File: src/logic/mandel_pkg.sv
package mandel_pkg;

    // ******************************
    // fixed-point format
    // ******************************
    localparam int INT_BITS   = 4;     // sign plus integer bits of z and c.
    localparam int SCALE_W    = 2;     // scale step select, four steps.

    // ******************************
    // configuration port
    // ******************************
    localparam int CFG_DATA_W = 16;    // register write data, low bits used.

    typedef enum logic [2:0] {
        ADDR_MAX_CTR    = 3'd0,        // iteration limit.
        ADDR_CTR_SELECT = 3'd1,        // colour window.
        ADDR_SCALING    = 3'd2,        // scale step.
        ADDR_CR_OFFSET  = 3'd3,        // real offset of pixel (0,0).
        ADDR_CI_OFFSET  = 3'd4,        // imaginary offset of pixel (0,0).
        ADDR_START      = 3'd5         // any write starts a frame.
    } cfg_addr_e;

    // ******************************
    // pixel colour
    // ******************************
    localparam int COLOR_W    = 4;

    // which 4-bit slice of the escape count becomes the colour
    typedef enum logic [1:0] {
        WIN_0 = 2'd0,                  // count bits 3..0.
        WIN_1 = 2'd1,                  // count bits 4..1.
        WIN_2 = 2'd2,                  // count bits 5..2.
        WIN_3 = 2'd3                   // count bits 6..3.
    } ctr_select_e;

endpackage

File: src/logic/mandel_alu.sv
`timescale 1ns/1ps

module mandel_alu
    import mandel_pkg::*;
#(
    parameter int BITWIDTH = 10
) (
    input  logic signed [BITWIDTH-1:0] in_cr,
    input  logic signed [BITWIDTH-1:0] in_ci,
    input  logic signed [BITWIDTH-1:0] in_zr,
    input  logic signed [BITWIDTH-1:0] in_zi,
    output logic signed [BITWIDTH-1:0] out_zr,
    output logic signed [BITWIDTH-1:0] out_zi,
    output logic                       size,
    output logic                       overflow
);
    localparam int FRAC  = BITWIDTH - INT_BITS;       // fraction bits.
    localparam int PW    = 2 * BITWIDTH;              // full product width.
    localparam int SW    = PW + 2;                    // sums with headroom.
    localparam int FOUR  = 4 << FRAC;                 // escape radius squared.
    localparam int MAX_V = (1 << (BITWIDTH - 1)) - 1;
    localparam int MIN_V = -(1 << (BITWIDTH - 1));

    logic signed [PW-1:0] p_rr;
    logic signed [PW-1:0] p_ii;
    logic signed [PW-1:0] p_ri;
    logic signed [SW-1:0] sq_r;
    logic signed [SW-1:0] sq_i;
    logic signed [SW-1:0] sq_ri;
    logic signed [SW-1:0] sum_r;
    logic signed [SW-1:0] sum_i;
    logic signed [SW-1:0] mag;

    // ******************************
    // products, back to the z format
    // ******************************
    assign p_rr  = in_zr * in_zr;
    assign p_ii  = in_zi * in_zi;
    assign p_ri  = in_zr * in_zi;

    assign sq_r  = p_rr >>> FRAC;                     // zr^2.
    assign sq_i  = p_ii >>> FRAC;                     // zi^2.
    assign sq_ri = p_ri >>> FRAC;                     // zr*zi, doubled below.

    // ******************************
    // next z and escape test
    // ******************************
    assign sum_r = sq_r - sq_i + in_cr;
    assign sum_i = (sq_ri <<< 1) + in_ci;
    assign mag   = sq_r + sq_i;

    assign size  = (mag >= FOUR);

    // a component that leaves the signed range wraps, so flag it
    assign overflow = (sum_r > MAX_V) || (sum_r < MIN_V) ||
                      (sum_i > MAX_V) || (sum_i < MIN_V);

    assign out_zr = sum_r[BITWIDTH-1:0];
    assign out_zi = sum_i[BITWIDTH-1:0];

endmodule

File: src/logic/mandel_engine.sv
`timescale 1ns/1ps

module mandel_engine
    import mandel_pkg::*;
#(
    parameter int BITWIDTH  = 10,
    parameter int CTRWIDTH  = 7,
    parameter int WIDTH     = 320,
    parameter int HEIGHT    = 240,
    localparam int X_W      = $clog2(WIDTH),
    localparam int Y_W      = $clog2(HEIGHT)
) (
    input  logic                       clk,
    input  logic                       reset,
    input  logic                       frame_start,
    input  logic [CTRWIDTH-1:0]        max_ctr,
    input  ctr_select_e                ctr_select,
    input  logic [SCALE_W-1:0]         scaling,
    input  logic signed [BITWIDTH-1:0] cr_offset,
    input  logic signed [BITWIDTH-1:0] ci_offset,
    input  logic                       has_credit,
    output logic                       busy,
    output logic                       result_valid,
    output logic [COLOR_W-1:0]         result_color,
    output logic [X_W-1:0]             result_x,
    output logic [Y_W-1:0]             result_y
);
    logic signed [BITWIDTH-1:0] zr;
    logic signed [BITWIDTH-1:0] zi;
    logic signed [BITWIDTH-1:0] cr;
    logic signed [BITWIDTH-1:0] ci;
    logic signed [BITWIDTH-1:0] out_zr;
    logic signed [BITWIDTH-1:0] out_zi;
    logic                       size;
    logic                       overflow;
    logic                       overflowed;
    logic [CTRWIDTH-1:0]        ctr;
    logic [X_W-1:0]             x;
    logic [Y_W-1:0]             y;
    logic [SCALE_W:0]           step;
    logic [BITWIDTH-1:0]        x_term;
    logic [BITWIDTH-1:0]        y_term;
    logic                       done;
    logic                       last_pixel;

    // ******************************
    // pixel to complex point
    // ******************************
    assign step   = scaling + 1'b1;                  // scale step 1..4.
    assign x_term = step * x;
    assign y_term = step * y;
    assign cr     = cr_offset + signed'(x_term);
    assign ci     = ci_offset + signed'(y_term);

    mandel_alu #(
        .BITWIDTH (BITWIDTH)
    ) alu (
        .in_cr    (cr),
        .in_ci    (ci),
        .in_zr    (zr),
        .in_zi    (zi),
        .out_zr   (out_zr),
        .out_zi   (out_zi),
        .size     (size),
        .overflow (overflow)
    );

    // ******************************
    // decision and output
    // ******************************
    // overflow is registered, so it ends the pixel one iteration late
    assign done         = size || overflowed || (ctr == max_ctr);
    assign last_pixel   = (x == WIDTH - 1) && (y == HEIGHT - 1);
    assign result_valid = busy && done && has_credit;
    assign result_x     = x;
    assign result_y     = y;

    // counter is frozen while stalled, so the colour holds.
    always_comb begin
        case (ctr_select)
            WIN_0:   result_color = ctr[0 +: COLOR_W];
            WIN_1:   result_color = ctr[1 +: COLOR_W];
            WIN_2:   result_color = ctr[2 +: COLOR_W];
            default: result_color = ctr[3 +: COLOR_W];
        endcase
    end

    // ******************************
    // sequencing and scan position
    // ******************************
    always_ff @(posedge clk) begin
        if (reset) begin
            busy       <= 1'b0;
            ctr        <= '0;
            overflowed <= 1'b0;
            x          <= '0;
            y          <= '0;
        end else if (frame_start) begin
            busy       <= 1'b1;                      // pixel (0,0) iterates next.
            ctr        <= '0;
            overflowed <= 1'b0;
            x          <= '0;
            y          <= '0;
        end else if (busy && !done) begin
            ctr        <= ctr + 1'b1;                // one iteration.
            overflowed <= overflow;
        end else if (result_valid) begin
            ctr        <= '0;
            overflowed <= 1'b0;
            if (last_pixel) begin
                busy <= 1'b0;
            end
            if (x == WIDTH - 1) begin
                x <= '0;
                y <= (y == HEIGHT - 1) ? '0 : y + 1'b1;
            end else begin
                x <= x + 1'b1;
            end
        end
    end

    always_ff @(posedge clk) begin
        if (frame_start || result_valid) begin
            zr <= '0;                                // fresh pixel.
            zi <= '0;
        end else if (busy && !done) begin
            zr <= out_zr;
            zi <= out_zi;
        end
    end

    // a pixel waiting for a credit keeps its count and z
    a_stall_frozen: assert property (@(posedge clk) disable iff (reset)
        busy && done && !has_credit |=> $stable(ctr) && $stable(zr) && $stable(zi));

    a_x_in_frame: assert property (@(posedge clk) disable iff (reset)
        x < WIDTH);

endmodule

File: src/logic/mandel_config.sv
`timescale 1ns/1ps

module mandel_config
    import mandel_pkg::*;
#(
    parameter int CTRWIDTH = 7,
    parameter int BITWIDTH = 10
) (
    input  logic                       clk,
    input  logic                       reset,
    input  logic                       cfg_we,
    input  cfg_addr_e                  cfg_addr,
    input  logic [CFG_DATA_W-1:0]      cfg_wdata,
    input  logic                       busy,
    output logic [CTRWIDTH-1:0]        max_ctr,
    output ctr_select_e                ctr_select,
    output logic [SCALE_W-1:0]         scaling,
    output logic signed [BITWIDTH-1:0] cr_offset,
    output logic signed [BITWIDTH-1:0] ci_offset,
    output logic                       frame_start,
    output logic                       cfg_err
);
    localparam int ONE     = 1 << (BITWIDTH - INT_BITS);   // 1.0 in alu format.
    localparam int CR_INIT = -(5 * ONE) / 2;               // -2.5.
    localparam int CI_INIT = -(15 * ONE) / 8;              // -1.875.

    logic locked;
    logic accept;

    // a start already issued counts as busy, so no second one slips in
    assign locked = busy || frame_start;
    assign accept = cfg_we && !locked;

    always_ff @(posedge clk) begin
        if (reset) begin
            max_ctr     <= '1;
            ctr_select  <= WIN_0;
            scaling     <= '0;
            cr_offset   <= BITWIDTH'(CR_INIT);
            ci_offset   <= BITWIDTH'(CI_INIT);
            frame_start <= 1'b0;
            cfg_err     <= 1'b0;
        end else begin
            frame_start <= accept && (cfg_addr == ADDR_START);
            cfg_err     <= cfg_we && locked;       // rejected write.
            if (accept) begin
                case (cfg_addr)
                    ADDR_MAX_CTR:    max_ctr    <= cfg_wdata[CTRWIDTH-1:0];
                    ADDR_CTR_SELECT: ctr_select <= ctr_select_e'(cfg_wdata[1:0]);
                    ADDR_SCALING:    scaling    <= cfg_wdata[SCALE_W-1:0];
                    ADDR_CR_OFFSET:  cr_offset  <= cfg_wdata[BITWIDTH-1:0];
                    ADDR_CI_OFFSET:  ci_offset  <= cfg_wdata[BITWIDTH-1:0];
                    default: ;                     // start handled above.
                endcase
            end
        end
    end

    // the engine must be idle whenever a frame is started
    a_start_idle: assert property (@(posedge clk) disable iff (reset)
        frame_start |-> !busy);

endmodule

File: src/logic/pixel_credit_out.sv
`timescale 1ns/1ps

module pixel_credit_out
    import mandel_pkg::*;
#(
    parameter int CREDITS  = 4,
    parameter int WIDTH    = 320,
    parameter int HEIGHT   = 240,
    localparam int X_W     = $clog2(WIDTH),
    localparam int Y_W     = $clog2(HEIGHT),
    localparam int CNT_W   = $clog2(CREDITS + 1)
) (
    input  logic               clk,
    input  logic               reset,
    input  logic               result_valid,
    input  logic [COLOR_W-1:0] result_color,
    input  logic [X_W-1:0]     result_x,
    input  logic [Y_W-1:0]     result_y,
    input  logic               credit_return,
    output logic               has_credit,
    output logic               pix_valid,
    output logic [COLOR_W-1:0] pix_color,
    output logic [X_W-1:0]     pix_x,
    output logic [Y_W-1:0]     pix_y
);
    logic [CNT_W-1:0] count;                       // credits held.

    // a pixel in the output register has already spent its credit.
    assign has_credit = (count > CNT_W'(pix_valid));

    // ******************************
    // credit counter
    // ******************************
    always_ff @(posedge clk) begin
        if (reset) begin
            count <= CNT_W'(CREDITS);
        end else if (pix_valid && !credit_return) begin
            count <= count - 1'b1;
        end else if (credit_return && !pix_valid) begin
            count <= count + 1'b1;
        end
    end

    // ******************************
    // output register
    // ******************************
    always_ff @(posedge clk) begin
        if (reset) begin
            pix_valid <= 1'b0;
        end else begin
            pix_valid <= result_valid;             // one cycle pulse.
        end
    end

    always_ff @(posedge clk) begin
        if (result_valid) begin
            pix_color <= result_color;
            pix_x     <= result_x;
            pix_y     <= result_y;
        end
    end

    // the sink never returns more than it was given
    a_count_max: assert property (@(posedge clk) disable iff (reset)
        count <= CREDITS);

    a_count_min: assert property (@(posedge clk) disable iff (reset)
        pix_valid && !credit_return |-> count != 0);

endmodule

File: src/logic/mandel_top.sv
`timescale 1ns/1ps

module mandel_top
    import mandel_pkg::*;
#(
    parameter int BITWIDTH  = 10,
    parameter int CTRWIDTH  = 7,
    parameter int WIDTH     = 320,
    parameter int HEIGHT    = 240,
    parameter int CREDITS   = 4,
    localparam int X_W      = $clog2(WIDTH),
    localparam int Y_W      = $clog2(HEIGHT)
) (
    input  logic                  clk,
    input  logic                  reset,
    input  logic                  cfg_we,
    input  cfg_addr_e             cfg_addr,
    input  logic [CFG_DATA_W-1:0] cfg_wdata,
    output logic                  cfg_err,
    output logic                  busy,
    output logic                  pix_valid,
    output logic [COLOR_W-1:0]    pix_color,
    output logic [X_W-1:0]        pix_x,
    output logic [Y_W-1:0]        pix_y,
    input  logic                  credit_return
);
    logic [CTRWIDTH-1:0]        max_ctr;
    ctr_select_e                ctr_select;
    logic [SCALE_W-1:0]         scaling;
    logic signed [BITWIDTH-1:0] cr_offset;
    logic signed [BITWIDTH-1:0] ci_offset;
    logic                       frame_start;
    logic                       has_credit;
    logic                       result_valid;
    logic [COLOR_W-1:0]         result_color;
    logic [X_W-1:0]             result_x;
    logic [Y_W-1:0]             result_y;

    mandel_config #(.CTRWIDTH(CTRWIDTH), .BITWIDTH(BITWIDTH)) config_regs (
        .clk, .reset, .cfg_we, .cfg_addr, .cfg_wdata, .busy,
        .max_ctr, .ctr_select, .scaling, .cr_offset, .ci_offset,
        .frame_start, .cfg_err
    );

    mandel_engine #(
        .BITWIDTH(BITWIDTH), .CTRWIDTH(CTRWIDTH), .WIDTH(WIDTH), .HEIGHT(HEIGHT)
    ) engine (
        .clk, .reset, .frame_start, .max_ctr, .ctr_select, .scaling,
        .cr_offset, .ci_offset, .has_credit, .busy, .result_valid,
        .result_color, .result_x, .result_y
    );

    pixel_credit_out #(.CREDITS(CREDITS), .WIDTH(WIDTH), .HEIGHT(HEIGHT)) out_port (
        .clk, .reset, .result_valid, .result_color, .result_x, .result_y,
        .credit_return, .has_credit, .pix_valid, .pix_color, .pix_x, .pix_y
    );

endmodule

File: config.mk
export PLATFORM = sky130hd
export DESIGN_NAME = mandel_top
export DESIGN_NICKNAME = d
export VERILOG_FILES = /design/src/logic/mandel_pkg.sv /design/src/logic/mandel_alu.sv /design/src/logic/mandel_engine.sv /design/src/logic/mandel_config.sv /design/src/logic/pixel_credit_out.sv /design/src/logic/mandel_top.sv
export SDC_FILE = /design/constraint.sdc
export NUM_CORES = 1
export LEC_CHECK = 0
export BUFFER_PORTS_ARGS = -buffer_cell sky130_fd_sc_hd__clkbuf_2
export CORE_ASPECT_RATIO = 0.7
export CORE_UTILIZATION = 34
export CTS_BUF_LIST = sky130_fd_sc_hd__clkbuf_8
export DETAILED_ROUTE_END_ITERATION = 6
export SLEW_MARGIN = 10
export SYNTH_ARGS = -nofsm -noshare
export SYNTH_HDL_FRONTEND = slang
export SYNTH_SLANG_ARGS = --single-unit
File: constraint.sdc
create_clock -name clk -period 17.55 [get_ports clk]
set_clock_uncertainty 0.05 [all_clocks]
set_input_delay 1.755 -clock clk [delete_from_list [all_inputs] [get_ports clk]]
set_output_delay 1.755 -clock clk [all_outputs]
set_load 0.01 [all_outputs]
==> out/metrics.yaml <==
clocking:
  cts_hold_buffers: 0
  clockRootBuffer: "clkbuf_8"
  cts_setup_buffers: 0
  cts_made_buffers: 9
  cts_buffer_depth: 2
  cts_resized: 0
  cts_num_sinks: 104
  htreeDepth: 3
  tritoncts: "done"
  clkTransAtPathRegs_ps: 120
  clock_latency_ps: 400
place:
  io_buffers: 40
  dp_hpwl_um: 36400
  dp_cells: 2850
  gp_congestion: 0.859
  placed_area_um2: 19800
floorplanning:
  dieWidth_um: 283
  fp.dieArea_um2: 56400
  die-height_um: 199
  rows: 71
  core_area_um2: 54300
  ioPinCount: 47
  start_util_pct: 34.7
synth:
  yosys_warnings: 0
  avgSynthCellArea_um2: 8.83
  synth_top_family_by_area: "adder cells"
  synthAdderAreaFrac_pct: 45.8
  yosysMostFrequentCell: "inv_1"
  synth_compound_area_share_pct: 9.29
  synth-xor-area-share_pct: 5.48
  ys_seq_area_share_pct: 12.2
  synth.top_cell.area_share_pct: 31.6
  netlist_top_cells_count: "inv_1 (420), fa_1 (298), ha_1 (213), nand2_1 (179), nor2_1 (121)"
  synth-async-reset-ratio_pct: 0
  synthesis.nets: 2669
  synth.distinct_cells: 63
  synth-main-ff-cell: "dfxtp_1"
  ys_top_cells_by_area: "fa_1 (32%), ha_1 (14%), dfxtp_1 (8.8%)"
  syn_area_um2: 18900
  yosys.area.top_type: "fa_1"
  yosys_register_bits: 104
  synthSimpleGateAreaFrac_pct: 15.7
  syn-instance-count: 2135
  synth_edf_count: 21
  synth.mux.area_fraction_pct: 1.49
critical_path:
  cp-start-kind: "flop"
  crit_fanout: 56
  timing_worst_setup_path_type: "reg2reg"
  ff2ff_setup_slack_ps: 8150
  arrival_ps: 9600
  critPathRequiredTime_ps: 17760
  worst_setup_path_end_kind: "flop"
finish:
  num-fill-cells: 5424
  syn_to_final_growth_pct: 6.07
  ff_latch_area_um2: 2290
  drive_gt1_share_pct: 4.45
  stdcell_count: 2867
  final_nets: 2665
  fin_area_um2: 20000
  multi_input_area_um2: 14700
job:
  max-cap-violations: 0
timing:
  holdWs_ps: 426
  grt_setup_unrepaired: "false"
  max_freq_ghz: 0.106
  slew_headroom_pct: 22.7
  worstMarginPinSlew_ps: 1160
  timing.final.crit_share_pct: 53.5
  period_needed_ps: 9400
  drv_slew: 0
  setup_viol: 0
  fin_setup_tns_ps: 0
  timing.final.hold_violations: 0
grt:
  antenna_found_initial: 0
  grt_max_degree: 57
  grtUsageTotal_pct: 16.4
  grt-busiest-layer: "met2"
  grt_use_met2_pct: 25.1
  use_met3_pct: 2.98
  met1_usage_pct: 24.2
  grt_first_pass_wirelength_um: 75000
  grt_overflow: 0
  grt_pass1_vias: 14800
outcome:
  outcome: "finished, final reports clean"
detailed_routing:
  remaining_drc_errors: 0
  ant_nets: 0
  avgRoutedWirePerCell_um: 15.4
  first_pass_iters: 5
  vias_per_cell: 4.96
  num_vias: 14200
  drtIter0Drc: 884
  finalWirelength_um: 44200
min_path:
  hold_class: "reg2reg"
pwr:
  leakage_nw: 10.0
  vdd_ir_drop_max_mv: 0.446
  powerDensity_nw_per_um2: 148
## where the power goes
group          switching [mW]  total (mW)  internal, mW
Sequential             0.0506       0.317         0.267
Combinational            1.56        2.50         0.939
Clock                  0.0931       0.146        0.0533
Total                    1.70        2.96          1.26
## cell type report
cell class,count,share of cell area (%)
Timing Repair Buffer,58,1.68
Clock inverter,7,0.275
Antenna cell,1,0.0125
Inverter,426,8.00
Sequential cell,104,11.5
Multi-Input combinational cell,1532,73.4
Clock buffer,9,0.619
Tap cell,730,4.57
## critical path: stages (launching register included)
cell and delay (ps):
dfxtp_1 880, inv_1 550, nor2_1 450, fa_1 630, inv_1 120, fa_1 450
fa_1 520, fa_1 540, inv_1 50, fa_1 480, ha_1 340, or2_2 310
a21oi_1 140, a31oi_1 80, a21o_1 230, xor2_1 270, ha_1 380, nor3b_1 180
a21oi_1 140, o311ai_0 170, nor4_1 190, o311ai_0 200, nor4_2 390, a32o_2 230
buf_4 530, mux2i_1 550, mux2i_1 140
## cell families (layout without fill, tap and decap cells)
| family | Yosys count | count (layout) |
|---|---|---|
| buffers and inverters | 499 | 500 |
| muxes | 23 | 23 |
| adders and majority gates | 511 | 511 |
| DFF | 104 | 104 |
| other | 0 | 1 |
| and+or+nand+nor | 601 | 601 |
| xor gates and xnor gates | 118 | 118 |
| AOI/OAI and AO/OA | 279 | 279 |
## flip-flops by register name, summed over array words and instances, names as in the netlist
register and count:
engine.zi 10, config_regs.ctr_select 2, engine.ctr 7, config_regs.max_ctr 7, engine.result_y 8, out_port.pix_x 9
config_regs.cfg_err 1, out_port.count 3, engine.overflowed 1, config_regs.frame_start 1, out_port.pix_y 8, out_port.pix_color 4
config_regs.ci_offset 10, engine.busy 1, config_regs.scaling 2, out_port.pix_valid 1, engine.result_x 9, config_regs.cr_offset 10
engine.zr 10
## layer usage
layer,up-vias,part of all wire [%]
met5,-,0
met1,7007,50
met4,0,1.0
li1,6811,-
met3,33,6.9
met2,381,42
## layout by cell type (no fill, tap or decap), types with 7 or more instances in the layout
cell type  Yosys  layout
fa_1         298     298
a31oi_1        7       7
nand3b_1       8       8
o2111ai_1      7       7
nor2b_1       31      31
a21o_1        17      17
and2_1        70      70
and3_1        18      18
o21bai_1       9       9
dfxtp_1       83      83
o211ai_1      13      13
xnor2_1       89      89
o21a_1        13      13
o31ai_1        7       7
nor4_1        10       9
inv_1        420     421
nand2b_1      30      30
xor2_1        29      29
nor3_1        42      42
nand3_1       44      44
o21ai_0       64      64
a211o_1       12      12
or3_1         11      11
mux2i_1       19      19
nor3b_1        7       7
ha_1         213     213
nor2_1       121     119
buf_4          4      18
or4_1          8       8
a21oi_1       92      92
nand2_1      179     179
nand4_1        8       8
edfxtp_1      21      21
clkbuf_2       0      40
clkbuf_8       0       9
a211oi_1       9       9
## metrics by stage
| stage | power [mW] | utilization, % | setup WS [ps] |
|---|---|---|---|
| floorplan | 2.23 | - | 9640 |
| global placement | 2.73 | 36.5 | 8420 |
| detailed placement | 2.78 | 36.5 | 8190 |
| CTS | 2.95 | 36.8 | 8170 |
| global route | 3.26 | 36.8 | 7370 |
| finish | 2.96 | 36.8 | 8150 |
## path summary, 6_finish.rpt
check / from / end / depth (start not counted)
worst min register to register: config_regs.cr_offset[2] / config_regs.cr_offset[2] / 2
worst max register to register: engine.zi[9] / engine.ctr[0] / 26
worst max-delay path: engine.zi[9] / engine.ctr[0] / 26
worst min-delay path: config_regs.cr_offset[2] / config_regs.cr_offset[2] / 2
No activity file was read; power rests on OpenSTA's default activity.
